[src/include/hp_abort_cfg.svh]
`ifndef HP_ABORT_CFG_SVH
`define HP_ABORT_CFG_SVH

// AXI3 HP port fields
`define HP_ID_W          6
`define HP_LEN_W         4

// port fill counters, only sampled at abort
`define HP_RACOUNT_W     3
`define HP_RCOUNT_W      8
`define HP_WACOUNT_W     6
`define HP_WCOUNT_W      8

`define AW_Q_DEPTH_LOG2  5              // 32 bursts in flight
`define PEND_CNT_W       9              // owed beat counters

// register port
`define REG_DATA_W       16
`define REG_ADDR_W       2

`define CTRL_ABORT_BIT   0              // write 1 starts a drain
`define CTRL_CLR_MM_BIT  1              // write 1 clears mismatch

`endif
[src/hp_abort_pkg.sv]
`include "hp_abort_cfg.svh"

package hp_abort_pkg;

    // drain FSM
    typedef enum logic [1:0] {
        st_idle     = 2'd0,
        st_draining = 2'd1,             // W beats and R acceptance active
        st_finish   = 2'd2              // waits for busy, then pulses done
    } drain_state_e;

    // register map
    typedef enum logic [`REG_ADDR_W-1:0] {
        reg_ctrl   = 'd0,
        reg_status = 'd1,
        reg_wbeats = 'd2,
        reg_rbeats = 'd3
    } csr_addr_e;

endpackage

[src/hp_pending_if.sv]
`include "hp_abort_cfg.svh"

interface hp_pending_if;

    // head of the burst queue
    // head_len is the index of the burst's last beat, counted from the next beat owed
    logic [`HP_LEN_W-1:0]   head_len;
    logic [`HP_ID_W-1:0]    head_id;
    logic                   head_valid;     // queue not empty
    logic                   burst_pop;      // engine finished the head burst

    logic [`PEND_CNT_W-1:0] write_owed;
    logic [`PEND_CNT_W-1:0] read_owed;
    logic                   dirty;          // anything outstanding, registered

    modport tracker (
        output head_len,
        output head_id,
        output head_valid,
        output write_owed,
        output read_owed,
        output dirty,
        input  burst_pop
    );

    modport drain (
        input  head_len,
        input  head_id,
        input  head_valid,
        input  write_owed,
        input  read_owed,
        input  dirty,
        output burst_pop
    );

endinterface

[src/hp_abort_top.sv]
`include "hp_abort_cfg.svh"

module hp_abort_top (
    input  logic                      hclk,
    input  logic                      reset_counters,
    // register port
    input  logic                      reg_wr,
    input  logic                      reg_rd,
    input  logic [`REG_ADDR_W-1:0]    reg_addr,
    input  logic [`REG_DATA_W-1:0]    reg_wdata,
    output logic [`REG_DATA_W-1:0]    reg_rdata,
    // master side of the HP port, observed
    input  logic                      afi_awvalid,
    input  logic                      afi_awready,
    input  logic [`HP_ID_W-1:0]       afi_awid,
    input  logic [`HP_LEN_W-1:0]      afi_awlen,
    input  logic                      afi_wvalid_in,
    input  logic                      afi_wready,
    input  logic                      afi_arvalid,
    input  logic                      afi_arready,
    input  logic [`HP_LEN_W-1:0]      afi_arlen,
    input  logic                      afi_rvalid,
    input  logic                      afi_rready_in,
    // port fill levels
    input  logic [`HP_RACOUNT_W-1:0]  afi_racount,
    input  logic [`HP_RCOUNT_W-1:0]   afi_rcount,
    input  logic [`HP_WACOUNT_W-1:0]  afi_wacount,
    input  logic [`HP_WCOUNT_W-1:0]   afi_wcount,
    // drain side
    output logic                      afi_wvalid,
    output logic [`HP_ID_W-1:0]       afi_wid,
    output logic                      afi_wlast,
    output logic                      afi_rready,
    output logic                      busy,
    output logic                      done
);
    logic w_fire;
    logic r_fire;
    logic port_fill_zero;
    logic abort_req;

    hp_pending_if pend_if ();

    // master and drain beats both retire owed traffic
    assign w_fire = (afi_wvalid_in || afi_wvalid) && afi_wready;
    assign r_fire = afi_rvalid && (afi_rready_in || afi_rready);

    assign port_fill_zero = (afi_racount == '0) && (afi_rcount == '0) &&
                            (afi_wacount == '0) && (afi_wcount == '0);

    hp_pending_tracker i_tracker (
        .hclk           (hclk),
        .reset_counters (reset_counters),
        .afi_awvalid    (afi_awvalid),
        .afi_awready    (afi_awready),
        .afi_awid       (afi_awid),
        .afi_awlen      (afi_awlen),
        .w_fire         (w_fire),
        .afi_arvalid    (afi_arvalid),
        .afi_arready    (afi_arready),
        .afi_arlen      (afi_arlen),
        .r_fire         (r_fire),
        .pend           (pend_if.tracker)
    );

    hp_drain_engine i_engine (
        .hclk           (hclk),
        .reset_counters (reset_counters),
        .abort_req      (abort_req),
        .pend           (pend_if.drain),
        .afi_wready     (afi_wready),
        .afi_wvalid     (afi_wvalid),
        .afi_wid        (afi_wid),
        .afi_wlast      (afi_wlast),
        .afi_rready     (afi_rready),
        .busy           (busy),
        .done           (done)
    );

    hp_abort_csr i_csr (
        .hclk           (hclk),
        .reset_counters (reset_counters),
        .reg_wr         (reg_wr),
        .reg_rd         (reg_rd),
        .reg_addr       (reg_addr),
        .reg_wdata      (reg_wdata),
        .reg_rdata      (reg_rdata),
        .port_fill_zero (port_fill_zero),
        .busy           (busy),
        .done           (done),
        .pend           (pend_if.drain),    // reads counters and dirty only
        .abort_req      (abort_req)
    );

endmodule

[src/hp_abort_csr.sv]
`include "hp_abort_cfg.svh"

module hp_abort_csr
    import hp_abort_pkg::*;
(
    input  logic                    hclk,
    input  logic                    reset_counters,
    input  logic                    reg_wr,
    input  logic                    reg_rd,
    input  logic [`REG_ADDR_W-1:0]  reg_addr,
    input  logic [`REG_DATA_W-1:0]  reg_wdata,
    output logic [`REG_DATA_W-1:0]  reg_rdata,
    input  logic                    port_fill_zero,
    input  logic                    busy,
    input  logic                    done,
    hp_pending_if.drain             pend,
    output logic                    abort_req
);
    logic ctrl_wr;
    logic clr_mismatch;
    logic mismatch;
    logic done_seen;

    assign ctrl_wr      = reg_wr && (reg_addr == reg_ctrl);
    assign abort_req    = ctrl_wr && reg_wdata[`CTRL_ABORT_BIT];
    assign clr_mismatch = ctrl_wr && reg_wdata[`CTRL_CLR_MM_BIT];

    always_ff @(posedge hclk) begin
        if (reset_counters) begin
            mismatch  <= 1'b0;
            done_seen <= 1'b0;
        end else begin
            if (clr_mismatch)
                mismatch <= 1'b0;
            // port FIFOs empty but tracker still sees traffic
            if (abort_req && port_fill_zero && pend.dirty)
                mismatch <= 1'b1;
            if (abort_req)
                done_seen <= 1'b0;
            else if (done)
                done_seen <= 1'b1;
        end
    end

    always_ff @(posedge hclk) begin
        if (reg_rd) begin
            case (csr_addr_e'(reg_addr))
                reg_ctrl:   reg_rdata <= '0;            // command bits self clear
                reg_status: reg_rdata <= {{(`REG_DATA_W-4){1'b0}},
                                          mismatch, pend.dirty, done_seen, busy};
                reg_wbeats: reg_rdata <= {{(`REG_DATA_W-`PEND_CNT_W){1'b0}}, pend.write_owed};
                reg_rbeats: reg_rdata <= {{(`REG_DATA_W-`PEND_CNT_W){1'b0}}, pend.read_owed};
                default:    reg_rdata <= '0;
            endcase
        end
    end

endmodule

[src/hp_drain_engine.sv]
`include "hp_abort_cfg.svh"

module hp_drain_engine
    import hp_abort_pkg::*;
(
    input  logic                 hclk,
    input  logic                 reset_counters,
    input  logic                 abort_req,
    hp_pending_if.drain          pend,
    input  logic                 afi_wready,
    output logic                 afi_wvalid,
    output logic [`HP_ID_W-1:0]  afi_wid,
    output logic                 afi_wlast,
    output logic                 afi_rready,
    output logic                 busy,
    output logic                 done
);
    drain_state_e state;
    logic         draining;
    logic         all_clear;

    assign draining  = (state == st_draining);
    assign all_clear = (pend.write_owed == '0) && (pend.read_owed == '0) && !pend.head_valid;

    // dummy W beats, zero data, ID and WLAST from the queue head
    assign afi_wvalid = draining && (pend.write_owed != '0) && pend.head_valid;
    assign afi_wid    = pend.head_id;
    assign afi_wlast  = afi_wvalid && (pend.head_len == '0);

    // accept whatever read beats are still owed
    assign afi_rready = draining && (pend.read_owed != '0);

    assign pend.burst_pop = afi_wvalid && afi_wready && afi_wlast;

    always_ff @(posedge hclk) begin
        if (reset_counters) begin
            state <= st_idle;
            busy  <= 1'b0;
            done  <= 1'b0;
        end else begin
            done <= 1'b0;
            case (state)
                st_idle: begin
                    if (abort_req)
                        state <= pend.dirty ? st_draining : st_finish;
                end
                st_draining: begin
                    busy <= 1'b1;
                    if (all_clear)
                        state <= st_finish;
                end
                st_finish: begin
                    // done and busy fall together, busy is up at least one cycle
                    if (busy) begin
                        state <= st_idle;
                        busy  <= 1'b0;
                        done  <= 1'b1;
                    end else begin
                        busy <= 1'b1;
                    end
                end
                default: state <= st_idle;
            endcase
        end
    end

endmodule

[src/hp_pending_tracker.sv]
`include "hp_abort_cfg.svh"

module hp_pending_tracker (
    input  logic                  hclk,
    input  logic                  reset_counters,
    input  logic                  afi_awvalid,
    input  logic                  afi_awready,
    input  logic [`HP_ID_W-1:0]   afi_awid,
    input  logic [`HP_LEN_W-1:0]  afi_awlen,
    input  logic                  w_fire,
    input  logic                  afi_arvalid,
    input  logic                  afi_arready,
    input  logic [`HP_LEN_W-1:0]  afi_arlen,
    input  logic                  r_fire,
    hp_pending_if.tracker         pend
);
    logic                         aw_fire;
    logic                         ar_fire;
    logic                         aw_push;
    logic                         q_pop;
    logic                         q_full;
    logic [`HP_LEN_W-1:0]         q_len;
    logic [`HP_ID_W-1:0]          q_id;
    logic [`AW_Q_DEPTH_LOG2:0]    q_count;
    logic [`HP_LEN_W-1:0]         head_done;    // beats already taken from head burst
    logic [`HP_LEN_W-1:0]         head_rem;
    logic                         head_beat;
    logic [`PEND_CNT_W-1:0]       write_owed;
    logic [`PEND_CNT_W-1:0]       read_owed;

    // owed += len+1 on a burst, -= 1 on a beat, both may hit in one cycle
    function automatic logic [`PEND_CNT_W-1:0] owed_next(
        input logic [`PEND_CNT_W-1:0] cur,
        input logic                   add_en,
        input logic [`HP_LEN_W-1:0]   len,
        input logic                   sub_en
    );
        logic [`PEND_CNT_W-1:0] add;
        logic [`PEND_CNT_W-1:0] sub;
        add = add_en ? {{(`PEND_CNT_W-`HP_LEN_W){1'b0}}, len} + 1'b1 : '0;
        sub = (sub_en && (cur != '0)) ? `PEND_CNT_W'(1) : '0;
        return cur + add - sub;
    endfunction

    assign aw_fire   = afi_awvalid && afi_awready;
    assign ar_fire   = afi_arvalid && afi_arready;
    assign aw_push   = aw_fire && !q_full;          // burst dropped if queue overflows
    assign head_beat = w_fire && (q_count != '0);
    assign head_rem  = q_len - head_done;
    // engine pop, or master finishing the head burst on its own
    assign q_pop     = pend.burst_pop || (head_beat && (head_rem == '0));

    aw_len_fifo i_aw_len_fifo (
        .hclk           (hclk),
        .reset_counters (reset_counters),
        .push           (aw_push),
        .push_len       (afi_awlen),
        .push_id        (afi_awid),
        .pop            (q_pop),
        .head_len       (q_len),
        .head_id        (q_id),
        .count          (q_count),
        .full           (q_full)
    );

    always_ff @(posedge hclk) begin
        if (reset_counters) begin
            head_done  <= '0;
            write_owed <= '0;
            read_owed  <= '0;
            pend.dirty <= 1'b0;
        end else begin
            if (q_pop)
                head_done <= '0;
            else if (head_beat)
                head_done <= head_done + 1'b1;
            write_owed <= owed_next(write_owed, aw_push, afi_awlen, w_fire);
            read_owed  <= owed_next(read_owed, ar_fire, afi_arlen, r_fire);
            pend.dirty <= (write_owed != '0) || (read_owed != '0) || (q_count != '0);
        end
    end

    assign pend.head_len   = head_rem;
    assign pend.head_id    = q_id;
    assign pend.head_valid = (q_count != '0);
    assign pend.write_owed = write_owed;
    assign pend.read_owed  = read_owed;

endmodule

[src/aw_len_fifo.sv]
`include "hp_abort_cfg.svh"

module aw_len_fifo (
    input  logic                         hclk,
    input  logic                         reset_counters,
    input  logic                         push,
    input  logic [`HP_LEN_W-1:0]         push_len,
    input  logic [`HP_ID_W-1:0]          push_id,
    input  logic                         pop,
    output logic [`HP_LEN_W-1:0]         head_len,
    output logic [`HP_ID_W-1:0]          head_id,
    output logic [`AW_Q_DEPTH_LOG2:0]    count,
    output logic                         full
);
    localparam int DEPTH = 1 << `AW_Q_DEPTH_LOG2;

    logic [`HP_LEN_W-1:0]          len_mem [DEPTH];
    logic [`HP_ID_W-1:0]           id_mem  [DEPTH];
    logic [`AW_Q_DEPTH_LOG2-1:0]   wr_ptr;
    logic [`AW_Q_DEPTH_LOG2-1:0]   rd_ptr;
    logic                          do_push;
    logic                          do_pop;

    assign full     = (count == DEPTH[`AW_Q_DEPTH_LOG2:0]);
    assign do_push  = push && !full;
    assign do_pop   = pop && (count != '0);     // pop on empty is dropped
    assign head_len = len_mem[rd_ptr];
    assign head_id  = id_mem[rd_ptr];

    always_ff @(posedge hclk) begin
        if (do_push) begin
            len_mem[wr_ptr] <= push_len;
            id_mem[wr_ptr]  <= push_id;
        end
    end

    always_ff @(posedge hclk) begin
        if (reset_counters) begin
            wr_ptr <= '0;
            rd_ptr <= '0;
            count  <= '0;
        end else begin
            if (do_push)
                wr_ptr <= wr_ptr + 1'b1;
            if (do_pop)
                rd_ptr <= rd_ptr + 1'b1;
            if (do_push && !do_pop)
                count <= count + 1'b1;
            else if (do_pop && !do_push)
                count <= count - 1'b1;
        end
    end

endmodule

[config.mk]
export PLATFORM = sky130hd
export DESIGN_NAME = hp_abort_top
export DESIGN_NICKNAME = d
export VERILOG_FILES = /design/src/hp_abort_pkg.sv /design/src/hp_pending_if.sv /design/src/hp_abort_top.sv /design/src/hp_abort_csr.sv /design/src/hp_drain_engine.sv /design/src/hp_pending_tracker.sv /design/src/aw_len_fifo.sv
export VERILOG_INCLUDE_DIRS = /design/src /design/src/include
export SDC_FILE = /design/constraint.sdc
export NUM_CORES = 1
export LEC_CHECK = 0
export ABC_CLOCK_PERIOD_IN_PS = 11600
export BUFFER_PORTS_ARGS = -buffer_cell sky130_fd_sc_hd__buf_2
export CORE_MARGIN = 2
export CORE_UTILIZATION = 50
export DETAILED_ROUTE_END_ITERATION = 10
export MAX_ROUTING_LAYER = met4
export PLACE_DENSITY_LB_ADDON = 0.05
export SKIP_LAST_GASP = 1
export SLEW_MARGIN = 30
export SYNTH_ARGS = -nofsm -noshare
export SYNTH_HDL_FRONTEND = slang
export SYNTH_SLANG_ARGS = --single-unit
export TNS_END_PERCENT = 50
[constraint.sdc]
create_clock -name hclk -period 11.6 [get_ports hclk]
set_clock_uncertainty 0.2 [all_clocks]
set_input_delay 1.16 -clock hclk [delete_from_list [all_inputs] [get_ports hclk]]
set_output_delay 1.16 -clock hclk [all_outputs]
set_load 0.005 [all_outputs]
==> run_results.csv <==
group,metric,value,unit
sta,rsz0062_at_grt,"no",
synth,syn_avg_cell_area,16.9,µm²
synth,ys_seq_area_frac,0.682,
global_routing,grt-ovfl-total,0,
synth,synth_warnings,0,
worst_setup_path,crit_path_top_delay_cell,"buf_4",
clocking,ctsHtreeMaxLevel,2,
synth,synth_cell_types,49,
clocking,cts_sinks,379,
worst_setup_path,cp_data_required_time,11.85,ns
placed_design,dp_hpwl,20200,µm
sta,finalSetupViolations,0,
synth,synth_top_area_frac,0.619,
global_routing,grt_pass1_wl,50500,µm
sta,hold_viol_final,0,
synth,synth_ff_type,"edfxtp_1",
placed_design,finalWeightedCongestion,0.755,
die,start_util,0.507,
final_layout,drive_above_1_share,0.258,
synth,syn_inst,944,
outcome,status,"finished clean",
synth,synth_edf_count,329,
worst_setup_path,path_delay_family,"multiplexers",
clocking,cts_tree,"done",
placed_design,placed_area,16900,µm²
sta,final.period_utilization,0.573,
clocking,ctsResizeCount,0,
synth,synth-seq-cells,379,
die,ioPinCount,96,
worst_setup_path,crit_path_start_kind,"flip-flop",
pwr,powerDensity,178,nW/µm²
sta,clock.fmax,0.150,GHz
worst_setup_path,cpPeakStageDelay,0.79,ns
die,die_w,183,µm
final_layout,stdcell_area,18300,µm²
drt,ant_nets,0,
synth,synthAdderAreaFrac,0.0406,
pwr,ir_worst_vdd,0.154,mV
synth,synth_largest_area_cell,"edfxtp_1",
drt,viasPerCell,5.55,
clocking,hold_buffers,0,
synth,synth_xor_area_frac,0.0121,
global_routing,grt_pass1_vias,8498,
die,die_area,33400,µm²
final_layout,final_net_count,1180,
pwr,leakagePower,6.24,nW
die,coreArea,31500,µm²
final_layout,final-instance-count-excl-fill,1495,
worst_setup_path,cp_cell_sequence,"buf_4 -> mux4_2 -> mux4_2 -> mux2_2 -> ha_1 -> nor2b_1 -> o21a_1 -> or3_1 -> and3b_1 -> mux2i_1 -> nand2b_1 -> ha_1 -> inv_1 -> ha_1 -> a21o_1 -> a21oi_1 -> o21bai_1 -> a21oi_1 -> xnor2_1 -> or3_1 -> a21oi_1",
global_routing,grt_use_met1,0.282,
synth,muxShareOfSynthArea,0.149,
clocking,clock_path_buffers,3,
global_routing,grt_max_degree,61,
sta,holdWs,0.268,ns
synth,async_flop_share,0,
clocking,cts_inserted_buffers,41,
clocking,clk_latency,0.53,ns
clocking,root_buffer,"clkbuf_16",
worst_setup_path,arrival,6.90,ns
clocking,cts_setup_buffers,0,
drt,vias,8300,
hold_path,min_path_type,"reg -> reg",
sta,relSlewSlack,0.374,
global_routing,grt_util_met3,0.0293,
worst_setup_path,rrSetupSlack,4.95,ns
sta,finalWorstSetupSlack,4.95,ns
synth,synth_top_family_by_area,"multiplexers",
placed_design,placed_cells,1419,
drt,wl,33300,µm
global_routing,grt.busiest_layer,"met2",
worst_setup_path,path_buf_inv,2,
drt,drt-initial-drc-count,665,
pwr,finalPower,3.25,mW
run,drv_cap,0,
synth,synthTopCellsByArea,"edfxtp_1, mux4_2, dfxtp_1",
synth,syn_area,16000,µm²
final_layout,final_core_util,0.580,
drt,wl_per_cell,22.3,µm
die,rows,65,
synth,synthSimpleGateAreaFrac,0.0587,
global_routing,use_met2,0.346,
worst_setup_path,cp-end-kind,"flip-flop",
sta,finalMaxSlewViolations,0,
placed_design,pre_cts_slack,4.90,ns
global_routing,antenna_found_initial,0,
synth,synth_compound_area_frac,0.0293,
final_layout,antenna_cells,0,
drt,firstDrtPassIters,6,
global_routing,track_usage,0.211,
placed_design,io_buffer_count,74,
worst_setup_path,crit_type,"reg -> reg",
die,dieHeight,183,µm
final_layout,area_growth,14.4,%
clocking,cts.clk_slew.worst_paths,0.06,ns
worst_setup_path,crit_fanout,60,
sta,worst_slew_pin_slew,0.936,ns
drt,drc,0,
sta,setup_tns,0,ns
sta,final.min_clock_period,6.65,ns
==> worst reg2reg max path: cells and delay by family (launching register included) <==
family,cells,cell delay (ns)
compound gates,6,0.93
fa+ha+maj,3,0.82
simple gates,5,1.32
flops,1,0.57
buf+inv,2,0.93
mux,4,1.70
xor+xnor,1,0.09
==> final timing paths <==
kind | end | start | cells past startpoint
min | i_tracker.head_done[2] | i_tracker.head_done[2] | 2
min reg2reg | i_tracker.head_done[2] | i_tracker.head_done[2] | 2
max reg2reg | i_tracker.i_aw_len_fifo.count[5] | flip-flop | 21
max | i_tracker.i_aw_len_fifo.count[5] | flip-flop | 21
==> Yosys cell counts (all sizes together) (2+ instances only) <==
cell type / count
edfxtp: 329
clkbuf: 23
mux4: 96
buf: 22
a2111oi: 2
nand3b: 2
and3: 3
fa: 3
or2: 2
nor3: 11
a22o: 4
o21bai: 5
o21ai: 18
nor2: 82
nor3b: 2
mux2i: 11
o21a: 6
or3: 7
xnor2: 13
nand2: 26
nor2b: 21
nand3: 20
mux2: 10
or3b: 2
inv: 59
a21oi: 29
nor4: 8
a21o: 4
xor2: 9
nand4: 3
nand2b: 3
dfxtp: 50
ha: 47
==> per-layer routing <==
layer  up-vias  routed length [µm]  part of all wire
met3        48                1560             0.047
li1       3861                   -                 -
met1      4205               14600              0.44
met2       186               16500              0.50
met5         -                   0                 0
met4         0                 690             0.021
==> cells in the final DEF, fill, tap and decap left out, drive strengths merged, types with 2 or more instances in the layout <==
cell     instances
and3             3
buf            113
nand4            3
o21a             6
nor3            11
nand3           20
inv             61
nor2b           21
o21bai           5
nor4             8
ha              47
mux2i           11
nand2b           3
fa               3
mux4            96
nor3b            2
o21ai           18
dfxtp           50
a22o             4
xor2             9
nand2           26
a21o             4
nor2            82
bufinv           4
or3b             2
mux2            10
edfxtp         329
conb             7
clkbuf          55
nand3b           2
a2111oi          2
clkinv          14
or2              2
xnor2           13
or3              7
a21oi           29
==> sequential cells by signal (all words and copies together), names as in the netlist, named ones only <==
| name | count |
|---|---|
| i_engine.busy | 1 |
| i_csr.reg_rdata | 9 |
| i_tracker.i_aw_len_fifo.rd_ptr | 5 |
| i_tracker.i_aw_len_fifo.count | 6 |
| i_csr.mismatch | 1 |
| i_tracker.i_aw_len_fifo.len_mem | 128 |
| i_tracker.pend.dirty | 1 |
| i_tracker.pend.write_owed | 9 |
| i_tracker.i_aw_len_fifo.wr_ptr | 5 |
| i_engine.state | 2 |
| i_tracker.pend.read_owed | 9 |
| i_tracker.i_aw_len_fifo.id_mem | 192 |
| i_csr.done_seen | 1 |
| i_tracker.head_done | 4 |
| i_engine.done | 1 |
==> cells by family (layout without fill, tap and decap cells) <==
group | after synthesis | in the layout
compound gates | 75 | 75
xor+xnor | 22 | 22
fa+ha+maj | 50 | 50
buf+inv | 104 | 247
flops | 379 | 379
mux | 117 | 117
other cells | 1 | 7
simple gates | 196 | 196
==> layout make-up <==
type	count	area, µm²
clock buffers	55	1110
clock inverters	20	198
fillers	2428	13200
inverters	59	221
multi-input cells	467	4650
flip-flops and latches	379	10900
well taps	402	503
repair buffers	113	679
==> where the power goes <==
part	switching, mW	internal [mW]
Clock	0.508	0.760
Combinational	0.229	0.194
Sequential	0.0326	1.53
Total	0.769	2.48
Note: power is estimated with default switching activity, not from simulation.
